**src/bp_pkg.sv**
```systemverilog
package bp_pkg;

    // instruction addresses and jump targets
    typedef logic [31:0] word_t;

    // kind of control instruction held in the btb
    typedef enum logic [1:0] {
        cf_br   = 2'b00,
        cf_jal  = 2'b01,
        cf_jalr = 2'b10
    } cf_kind_t;

    // global and local history
    localparam int HISTORY_DEPTH = 6;
    typedef logic [HISTORY_DEPTH-1:0] ghist_t;   // also the pht index

    // branch target buffer geometry
    localparam int BTB_S_INDEX = 4;
    localparam int BTB_ENTRIES = 1 << BTB_S_INDEX;
    localparam int BTB_TAG_WIDTH = 32 - BTB_S_INDEX - 2;   // pc bits above the index
    typedef logic [BTB_S_INDEX-1:0] btb_index_t;
    typedef logic [BTB_TAG_WIDTH-1:0] btb_tag_t;

    // per-address local history table
    localparam int BHT_S_INDEX = 4;
    localparam int BHT_ENTRIES = 1 << BHT_S_INDEX;
    typedef logic [BHT_S_INDEX-1:0] bht_index_t;

    // tournament chooser, indexed by word address
    localparam int CHOOSER_S_INDEX = 5;
    typedef logic [CHOOSER_S_INDEX-1:0] chooser_index_t;

    // 2-bit saturating counter, top bit is the decision
    typedef logic [1:0] ctr2_t;

    // weakly not taken, for the chooser weakly prefer local
    localparam ctr2_t PHT_RESET_STATE = 2'b01;

    // performance counters
    localparam int PERF_CNT_WIDTH = 16;
    typedef logic [PERF_CNT_WIDTH-1:0] perf_cnt_t;

endpackage : bp_pkg

```
**src/bp_update_if.sv**
```systemverilog
`timescale 1ns/1ps

interface bp_update_if
    import bp_pkg::*;
(
    input logic clk
);

    // resolved control instruction
    logic     valid;
    word_t    pc;
    cf_kind_t kind;
    logic     taken;
    word_t    target;
    logic     pred_taken;     // direction that fetch was given
    ghist_t   global_index;   // indexes used at lookup
    ghist_t   local_index;

    // update strobes
    logic btb_load;
    logic history_load;
    logic pht_inc;
    logic pht_dec;
    logic chooser_inc;
    logic chooser_dec;

    modport ctrl (
        input  clk, valid, kind, taken,
        output btb_load, history_load, pht_inc, pht_dec, chooser_inc, chooser_dec
    );

    modport source (
        output valid, pc, kind, taken, target, pred_taken, global_index, local_index
    );

    modport btb  (input pc, kind, target, btb_load);
    modport hist (input pc, taken, history_load);
    modport perf (input valid, kind, taken, pred_taken);

endinterface : bp_update_if

```
**src/bp_update_ctrl.sv**
```systemverilog
`timescale 1ns/1ps

module bp_update_ctrl
    import bp_pkg::*;
(
    bp_update_if.ctrl upd,
    input  ctr2_t     global_ctr_at_update,
    input  ctr2_t     local_ctr_at_update
);

    logic is_br;
    logic disagree;
    logic global_right;

    assign is_br = upd.valid && (upd.kind == cf_br);

    // predictors split on the direction they gave
    assign disagree     = global_ctr_at_update[1] != local_ctr_at_update[1];
    assign global_right = global_ctr_at_update[1] == upd.taken;

    always_comb begin
        upd.btb_load     = upd.valid;   // every control instruction refreshes its entry
        upd.history_load = is_br;
        upd.pht_inc      = is_br && upd.taken;
        upd.pht_dec      = is_br && !upd.taken;

        // chooser moves toward whichever table was right
        upd.chooser_inc  = is_br && disagree && global_right;
        upd.chooser_dec  = is_br && disagree && !global_right;
    end

    assert property (@(posedge upd.clk) upd.valid |-> !$isunknown(upd.kind))
        else $error("resolve with unknown kind");

endmodule : bp_update_ctrl

```
**src/branch_predictor.sv**
```systemverilog
`timescale 1ns/1ps

module branch_predictor
    import bp_pkg::*;
(
    input  logic      clk,
    input  logic      arst_n,

    // fetch side lookup
    input  word_t     fetch_pc,
    output logic      pred_hit,
    output cf_kind_t  pred_kind,
    output word_t     pred_target,
    output logic      pred_taken,
    output ghist_t    pred_global_index,
    output ghist_t    pred_local_index,

    // resolve side
    input  logic      resolve_valid,
    input  word_t     resolve_pc,
    input  cf_kind_t  resolve_kind,
    input  logic      resolve_taken,
    input  word_t     resolve_target,
    input  logic      resolve_pred_taken,
    input  ghist_t    resolve_global_index,
    input  ghist_t    resolve_local_index,

    // performance counters
    output perf_cnt_t num_control_flow,
    output perf_cnt_t num_br,
    output perf_cnt_t num_correct_predict,
    output logic      num_control_flow_overflow,
    output logic      num_br_overflow,
    output logic      num_correct_predict_overflow
);

    ctr2_t          global_ctr;
    ctr2_t          local_ctr;
    ctr2_t          chooser_ctr;
    ctr2_t          global_ctr_upd;
    ctr2_t          local_ctr_upd;
    chooser_index_t chooser_rindex;
    chooser_index_t chooser_windex;
    logic           br_pred;

    bp_update_if upd (.clk(clk));

    assign upd.valid        = resolve_valid;
    assign upd.pc           = resolve_pc;
    assign upd.kind         = resolve_kind;
    assign upd.taken        = resolve_taken;
    assign upd.target       = resolve_target;
    assign upd.pred_taken   = resolve_pred_taken;
    assign upd.global_index = resolve_global_index;
    assign upd.local_index  = resolve_local_index;

    assign chooser_rindex = fetch_pc[CHOOSER_S_INDEX+1:2];
    assign chooser_windex = resolve_pc[CHOOSER_S_INDEX+1:2];

    btb u_btb (
        .clk      (clk),
        .arst_n   (arst_n),
        .lookup_pc(fetch_pc),
        .upd      (upd.btb),
        .hit      (pred_hit),
        .kind     (pred_kind),
        .target   (pred_target)
    );

    history_regs u_history_regs (
        .clk        (clk),
        .arst_n     (arst_n),
        .lookup_pc  (fetch_pc),
        .upd        (upd.hist),
        .global_hist(pred_global_index),   // history is the pht index
        .local_hist (pred_local_index)
    );

    pht #(.s_index(HISTORY_DEPTH)) global_pht (
        .clk           (clk),
        .arst_n        (arst_n),
        .rindex        (pred_global_index),
        .windex        (upd.global_index),
        .increment     (upd.pht_inc),
        .decrement     (upd.pht_dec),
        .counter       (global_ctr),
        .update_counter(global_ctr_upd)
    );

    pht #(.s_index(HISTORY_DEPTH)) local_pht (
        .clk           (clk),
        .arst_n        (arst_n),
        .rindex        (pred_local_index),
        .windex        (upd.local_index),
        .increment     (upd.pht_inc),
        .decrement     (upd.pht_dec),
        .counter       (local_ctr),
        .update_counter(local_ctr_upd)
    );

    pht #(.s_index(CHOOSER_S_INDEX)) chooser_pht (
        .clk           (clk),
        .arst_n        (arst_n),
        .rindex        (chooser_rindex),
        .windex        (chooser_windex),
        .increment     (upd.chooser_inc),
        .decrement     (upd.chooser_dec),
        .counter       (chooser_ctr),
        .update_counter()
    );

    bp_update_ctrl u_update_ctrl (
        .upd                 (upd.ctrl),
        .global_ctr_at_update(global_ctr_upd),
        .local_ctr_at_update (local_ctr_upd)
    );

    perf_counters u_perf_counters (
        .clk                         (clk),
        .arst_n                      (arst_n),
        .upd                         (upd.perf),
        .num_control_flow            (num_control_flow),
        .num_br                      (num_br),
        .num_correct_predict         (num_correct_predict),
        .num_control_flow_overflow   (num_control_flow_overflow),
        .num_br_overflow             (num_br_overflow),
        .num_correct_predict_overflow(num_correct_predict_overflow)
    );

    // chooser top bit set selects global
    assign br_pred    = chooser_ctr[1] ? global_ctr[1] : local_ctr[1];
    assign pred_taken = pred_hit && ((pred_kind == cf_br) ? br_pred : 1'b1);   // jumps always taken

endmodule : branch_predictor

```
**src/btb.sv**
```systemverilog
`timescale 1ns/1ps

module btb
    import bp_pkg::*;
(
    input  logic     clk,
    input  logic     arst_n,
    input  word_t    lookup_pc,
    bp_update_if.btb upd,
    output logic     hit,
    output cf_kind_t kind,
    output word_t    target
);

    logic [BTB_ENTRIES-1:0] valid_q;
    btb_tag_t               tag_q    [BTB_ENTRIES];
    cf_kind_t               kind_q   [BTB_ENTRIES];
    word_t                  target_q [BTB_ENTRIES];

    btb_index_t rd_index;
    btb_tag_t   rd_tag;
    btb_index_t wr_index;
    btb_tag_t   wr_tag;
    word_t      wr_target;

    assign rd_index = lookup_pc[BTB_S_INDEX+1:2];   // word address, bits 1:0 dropped
    assign rd_tag   = lookup_pc[31:BTB_S_INDEX+2];
    assign wr_index = upd.pc[BTB_S_INDEX+1:2];
    assign wr_tag   = upd.pc[31:BTB_S_INDEX+2];

    // jalr targets are stored with bit 0 cleared
    assign wr_target = (upd.kind == cf_jalr) ? {upd.target[31:1], 1'b0} : upd.target;

    // combinational lookup
    assign hit    = valid_q[rd_index] && (tag_q[rd_index] == rd_tag);
    assign kind   = kind_q[rd_index];
    assign target = target_q[rd_index];

    always_ff @(posedge clk or negedge arst_n) begin
        if (!arst_n) begin
            valid_q <= '0;                     // all entries invalid
        end else if (upd.btb_load) begin
            valid_q[wr_index] <= 1'b1;
        end
    end

    always_ff @(posedge clk) begin
        if (upd.btb_load) begin
            tag_q[wr_index]    <= wr_tag;
            kind_q[wr_index]   <= upd.kind;
            target_q[wr_index] <= wr_target;
        end
    end

    // the load strobe from the update decoder must come with a resolved pc
    assert property (@(posedge clk) disable iff (!arst_n)
        upd.btb_load |-> !$isunknown(upd.pc))
        else $error("btb write with unknown pc");

endmodule : btb

```
**src/history_regs.sv**
```systemverilog
`timescale 1ns/1ps

module history_regs
    import bp_pkg::*;
(
    input  logic      clk,
    input  logic      arst_n,
    input  word_t     lookup_pc,
    bp_update_if.hist upd,
    output ghist_t    global_hist,
    output ghist_t    local_hist
);

    ghist_t     global_q;
    ghist_t     local_q [BHT_ENTRIES];
    bht_index_t rd_index;
    bht_index_t wr_index;

    assign rd_index = lookup_pc[BHT_S_INDEX+1:2];
    assign wr_index = upd.pc[BHT_S_INDEX+1:2];

    assign global_hist = global_q;
    assign local_hist  = local_q[rd_index];   // read at the fetch pc

    // global shift register, newest outcome in bit 0
    always_ff @(posedge clk or negedge arst_n) begin
        if (!arst_n) begin
            global_q <= '0;
        end else if (upd.history_load) begin
            global_q <= {global_q[HISTORY_DEPTH-2:0], upd.taken};
        end
    end

    // local histories, one per branch address slot
    always_ff @(posedge clk or negedge arst_n) begin
        if (!arst_n) begin
            for (int i = 0; i < BHT_ENTRIES; i++) begin
                local_q[i] <= '0;
            end
        end else if (upd.history_load) begin
            local_q[wr_index] <= {local_q[wr_index][HISTORY_DEPTH-2:0], upd.taken};
        end
    end

endmodule : history_regs

```
**src/perf_counters.sv**
```systemverilog
`timescale 1ns/1ps

module perf_counters
    import bp_pkg::*;
(
    input  logic      clk,
    input  logic      arst_n,
    bp_update_if.perf upd,
    output perf_cnt_t num_control_flow,
    output perf_cnt_t num_br,
    output perf_cnt_t num_correct_predict,
    output logic      num_control_flow_overflow,
    output logic      num_br_overflow,
    output logic      num_correct_predict_overflow
);

    // slot 0 control flow, 1 branches, 2 correct predictions
    perf_cnt_t  cnt_q [3];
    logic [2:0] ovf_q;
    logic [2:0] cnt_en;

    assign cnt_en[0] = upd.valid;
    assign cnt_en[1] = upd.valid && (upd.kind == cf_br);
    assign cnt_en[2] = cnt_en[1] && (upd.taken == upd.pred_taken);

    always_ff @(posedge clk or negedge arst_n) begin
        if (!arst_n) begin
            for (int i = 0; i < 3; i++) begin
                cnt_q[i] <= '0;
            end
            ovf_q <= '0;
        end else begin
            for (int i = 0; i < 3; i++) begin
                if (cnt_en[i]) begin
                    cnt_q[i] <= cnt_q[i] + 1'b1;             // wraps
                    if (cnt_q[i] == '1) ovf_q[i] <= 1'b1;    // sticky
                end
            end
        end
    end

    assign num_control_flow             = cnt_q[0];
    assign num_br                       = cnt_q[1];
    assign num_correct_predict          = cnt_q[2];
    assign num_control_flow_overflow    = ovf_q[0];
    assign num_br_overflow              = ovf_q[1];
    assign num_correct_predict_overflow = ovf_q[2];

    assert property (@(posedge clk) disable iff (!arst_n)
        !$stable({cnt_q[0], cnt_q[1], cnt_q[2]}) |-> $past(upd.valid))
        else $error("perf counter moved without a resolve");

endmodule : perf_counters

```
**src/pht.sv**
```systemverilog
`timescale 1ns/1ps

module pht
    import bp_pkg::*;
#(
    parameter int s_index = HISTORY_DEPTH
) (
    input  logic               clk,
    input  logic               arst_n,
    input  logic [s_index-1:0] rindex,
    input  logic [s_index-1:0] windex,
    input  logic               increment,
    input  logic               decrement,
    output ctr2_t              counter,
    output ctr2_t              update_counter
);

    ctr2_t ctr_q [2**s_index];

    assign counter        = ctr_q[rindex];   // lookup port
    assign update_counter = ctr_q[windex];   // counter seen by the resolve

    always_ff @(posedge clk or negedge arst_n) begin
        if (!arst_n) begin
            for (int i = 0; i < 2**s_index; i++) begin
                ctr_q[i] <= PHT_RESET_STATE;
            end
        end else if (increment) begin
            if (ctr_q[windex] != 2'b11) ctr_q[windex] <= ctr_q[windex] + 2'd1;   // saturate high
        end else if (decrement) begin
            if (ctr_q[windex] != 2'b00) ctr_q[windex] <= ctr_q[windex] - 2'd1;   // saturate low
        end
    end

    assert property (@(posedge clk) disable iff (!arst_n) !(increment && decrement))
        else $error("pht increment and decrement together");

endmodule : pht

```
**config.mk**
```make
export PLATFORM = sky130hd
export DESIGN_NAME = branch_predictor
export DESIGN_NICKNAME = d
export VERILOG_FILES = /design/src/bp_pkg.sv /design/src/bp_update_if.sv /design/src/bp_update_ctrl.sv /design/src/branch_predictor.sv /design/src/btb.sv /design/src/history_regs.sv /design/src/perf_counters.sv /design/src/pht.sv
export SDC_FILE = /design/constraint.sdc
export NUM_CORES = 2
export LEC_CHECK = 0
export ABC_AREA = 1
export BUFFER_PORTS_ARGS = -buffer_cell sky130_fd_sc_hd__buf_2
export CELL_PAD_IN_SITES_DETAIL_PLACEMENT = 1
export CELL_PAD_IN_SITES_GLOBAL_PLACEMENT = 2
export CORE_MARGIN = 8
export CORE_UTILIZATION = 36
export DETAILED_ROUTE_END_ITERATION = 7
export HOLD_SLACK_MARGIN = 0.06
export PLACE_DENSITY = 0.83
export REMOVE_ABC_BUFFERS = 1
export SLEW_MARGIN = 20
export SYNTH_ARGS = -nofsm -noshare
export SYNTH_HDL_FRONTEND = slang
export SYNTH_HIERARCHICAL = 1
export SYNTH_SLANG_ARGS = --single-unit
```
**constraint.sdc**
```tcl
create_clock -name clk -period 3 [get_ports clk]
set_clock_uncertainty 0.15 [all_clocks]
set_input_delay 0.3 -clock clk [delete_from_list [all_inputs] [get_ports clk]]
set_output_delay 0.3 -clock clk [all_outputs]
set_load 0.05 [all_outputs]
```
# After elaboration in Yosys (flattened, before gate mapping)
# Memory sizes are Yosys's and may differ from the RTL's.
# Cells that the tools add are included.
# totals
output_inout_bits,99
ramBits,960
reg_bits,489
memories,3
in_bits,115
# mem_list
memory,words,word_bits,read_ports,rd_clocked_by_memory_dff,write_ports,line_no,source
u_btb.target_q,16,32,1,0,1,btb.sv:18,word_t target_q [BTB_ENTRIES];
u_btb.tag_q,16,26,1,0,1,btb.sv:16,btb_tag_t tag_q [BTB_ENTRIES];
u_btb.kind_q,16,2,1,0,1,btb.sv:17,cf_kind_t kind_q [BTB_ENTRIES];
# op_classes
reduce_logical,32
n_bitwise,9
n_lt_le_gt_ge,15
eq_ne,14
add_sub_neg,9
mux,60
# op_table
operator,count
$mux W128,8
$bwmux W128,4
$mux W64,4
$bwmux W64,2
$bwmux W96,1
$add A16 B1 Y16 const B,3
$bmux W2 S6,4
$bmux W6 S4,2
$eq A16 B16 Y1 const B,3
$mux W2,15
$ge A7 B7 Y1 const B,4
$not A6 Y7,4
$eq A26 B26 Y1,1
$demux W2 S6,2
$demux W6 S4,1
$bmux W2 S5,2
$mux W6,3
$or A16 B16 Y16,1
$reduce_bool A2 Y1,8
$logic_and A1 B1 Y1,14
$lt A7 B1 Y1 const B,2
$ge A6 B6 Y1 const B,2
$not A5 Y6,2
$demux W2 S5,1
other kinds (21),46

# Depth between registers and ports, before layout
# logic_depth
depth_word,11
mapped_depth,27
mapped_depth_nobuf,25

# Hierarchy
# Netlist, hierarchy kept.
# by_module_without_submodules
mod,area_each_um2,instances,cells_each
btb,39357.7,1,3159
pht at global_pht ...,8181.6,2,1280
history_regs,5974.5,1,872
pht at chooser_pht,4091.4,1,637
perf_counters,2637.5,1,310
bp_update_ctrl,88.8,1,18
branch_predictor,30.0,1,7

# Worst setup path after synthesis
# No wires, ideal clock.
# synth_path
path_type,input -> register
from,input port resolve_valid
to,"memory u_btb/kind_q[4][0] in the netlist's numbering, enable pin"
path_stages,3
setup_time_ns,0.479
required_ns,2.371
arrival_time_ns,3.128
slack_ns,-0.757
cell_sequence,buf_4 -> nand3b_1 -> nor2_1
# synth_via
elab_chain_cells,2
# synth_rtl
element,line_no,source
start: declaration,branch_predictor.sv:19,"input logic resolve_valid,"
$mux W1,btb.sv:48,if (upd.btb_load) begin
$mux W1 (not written as such),btb.sv:50,kind_q[wr_index] <= upd.kind;
end: declaration,btb.sv:17,
# No other way between the ends.

# Worst setup path after layout
# layout_path
from,register u_history_regs/local_q[30] in the netlist's numbering
to,output port pred_taken
# layout_via
elab_chain_cells,10
# layout_rtl
element,line_no,source
start: declaration,history_regs.sv:15,ghist_t local_q [BHT_ENTRIES];
start signal: indexed assignment,history_regs.sv:41,"local_q[wr_index] <= {local_q[wr_index][HISTORY_DEPTH-2:0], upd.taken};"
$bmux W6 S4,history_regs.sv:23,assign local_hist = local_q[rd_index];
$mux W6 (not written as such) (2 in a row),history_regs.sv:23,
$not A6 Y7 (not written as such),pht.sv:20,assign counter = ctr_q[rindex];
$bmux W2 S6,pht.sv:20,
$mux W2 (not written as such) (2 in a row),pht.sv:20,
named net local_ctr[1],branch_predictor.sv:38,ctr2_t local_ctr;
$mux W1,branch_predictor.sv:131,assign br_pred = chooser_ctr[1] ? global_ctr[1] : local_ctr[1];
$mux W1,branch_predictor.sv:132,assign pred_taken = pred_hit && ((pred_kind == cf_br) ? br_pred : 1'b1);
$logic_and A1 B1 Y1,branch_predictor.sv:132,
end: declaration,branch_predictor.sv:14,"output logic pred_taken,"
# The timed path passes the listed nets, and every way through them passes these cells. The select of a mux whose other input is x is not followed.

==> qor.yml <==
critPathLaunchType: "register"
seqPwrFrac: 0.463
whs_ns: 0.08439
vias_per_cell: 5.249
grt_antenna_before_repair: 30
setup_ws_ns: -0.8884
antenna_left: 0
grt_pass1_vias: 59090
max_slew_margin: 0.4163
required_ns: 2.55
rsz0062_at_grt: "true"
worst_slew_pin_slew_ns: 0.8756
start_util: 0.3620
grt-ovfl-total: 0
dpl_cell_area_um2: 75810
cts_tree: "yes"
ir_worst_vdd_v: 0.0007296
fillers: 21037
crit_arrival_ns: 3.44
htree_levels: 4
slew_violations: 0
clock_path_buffers: 3
violations: "setup timing"
cp_max_fo: 8
syn_inst: 7234
status: "finished, violations left"
timing.fmax_ghz: 0.2572
die_x_um: 447.8
intPower_w: 0.03546
final_area_um2: 83930
p_leak_nw: 35.01
vias: 55734
crit_chain: "o211ai_1 > nand3_1 > nand3_2 > nand2_4 > clkinv_4 > buf_12 > buf_16 > nand2_1 > nand3_1 > nand3_1 > nand2_1 > nand2_1 > nand3_2 > nand3_2 > nand2_4 > nand2_2 > nand3_2 > buf_12 > nand2_8 > inv_4 > buf_8"
crit_path_end_kind: "output pin"
finalNonFillerCells: 10618
critPathKind: "reg -> out"
hold_path.class: "in -> reg"
path_clk_slew_ns: 0.06
hold_viol: 0
syn-mean-instance-area_um2: 9.279
comb_power_share: 0.125
dp_hpwl_mm: 147.6
period_needed_ns: 3.888
core-area_um2: 185400
die_y_um: 447.8
gp_congestion: 0.8439
grt_pass1_wl_mm: 357.8
grt_use_total: 0.2290
core.rowCount: 158
nets: 8107
clock-sinks: 1449
layout-drive-gt1-share: 0.2097
floorplan.die_area_um2: 200500
clk_latency_ns: 0.83
pwr_density_cell_nw_per_um2: 579.8
drtIter0Drc: 4065
io_pins: 214
ys_warn_count: 6
drc: 0
finalCritPeriodShare: 1.296
cts_root_buf: "clkbuf_16"
dpl.cell_count: 10195
final_core_util: 0.4526
cp_common_cell: "nand3_2"
finalSetupTns_ns: -1.344
clockPowerShare: 0.412
setup_viol_count_final: 7
cts-buffers-inserted: 164
power.switching_w: 0.01320
synthesis.area_um2: 67120
max_stage_delay_ns: 0.39
wl_per_cell_um: 22.28
area_delta_synth_final_pct: 25.03
dr.pass1.iters: 5
slowest_stage: "dfrtp_1"
grt_max_degree: 117
wirelength_mm: 236.6
numPortBuffers: 209
cap_viol_max_count: 0
swShare: 0.2712
==> layout make-up <==
type | count | area (µm²) | share of cell area
inverter | 566 | 2203 | 0.02625
sequential | 1449 | 41260 | 0.4917
antenna | 16 | 40.04 | 0.0004771
clock buffer | 226 | 4497 | 0.05358
tap | 2480 | 3103 | 0.03697
timing repair buffer | 982 | 8965 | 0.1068
multi-input combinational | 4820 | 22980 | 0.2738
clock inverter | 79 | 872.1 | 0.01039
==> routing by layer <==
metal | track usage | vias up | part of all wire
met5 | 0 | - | 0.000047
met4 | 0.07955 | 2 | 0.034
met3 | 0.03194 | 452 | 0.044
met2 | 0.3985 | 1375 | 0.50
met1 | 0.2929 | 28297 | 0.42
li1 | - | 25608 | -
==> final timing paths <==
kind | startpoint | endpoint | slack (ns) | depth (start not counted)
setup / recovery | u_history_regs/local_q[30] | pred_taken | -0.89 | 21
hold / removal | resolve_global_index[5] | global_pht/ctr_q[69] | 0.08 | 6
setup reg to reg | global_pht/ctr_q[113] | register | -0.02 | 25
hold reg to reg | u_btb/valid_q[0] | u_btb/valid_q[0] | 0.31 | 2
max in group asynchronous | arst_n | local_pht/ctr_q[77] | 1.46 | 4
min in group asynchronous | arst_n | global_pht/ctr_q[119] | 0.60 | 4
==> worst max-delay path: cells and delay by family (launching register included) <==
kind,cells,cell delay (ns)
AOI/OAI and AO/OA,1,0.28
buffers and inverters,6,0.65
DFF,1,0.39
and+or+nand+nor,14,1.27
==> power groups by stage <==
stage,sequential [W],clock [W],combinational [W]
finish,0.0225,0.0201,0.00606
global route,0.0226,0.0212,0.00654
CTS,0.0225,0.0205,0.00596
detailed placement,0.0229,0,0.00570
global placement,0.0229,0,0.00556
floorplan,0.0233,0,0.00220
==> layout by cell type (no fill, tap or decap), drive strengths merged, types with 160 or more instances in the layout <==
master	instances
dfstp	160
nor2	624
buf	898
o21ai	682
edfxtp	960
nand2	2426
inv	539
dfrtp	329
clkbuf	230
nand3	634
==> what timing repair did <==
item | in CTS | in global routing
hold endpoints to repair | 1428 | 0
pin swaps | 28 | 85
hold buffers | 80 | 0
endpoints found under the setup margin | 186 | 331
gates cloned | 4 | 3
gates resized for setup | 132 | 352
setup buffers | 11 | 8
==> stage by stage <==
step	worst slack (ns)	power, W
final	-0.8884	0.04866
after global routing	-1.030	0.05029
after detailed placement	-1.094	0.02862
after floorplan	-3.442	0.02549
after CTS	-0.9742	0.04895
after global placement	-0.9802	0.02845
Power figures use the tool's default switching activity.
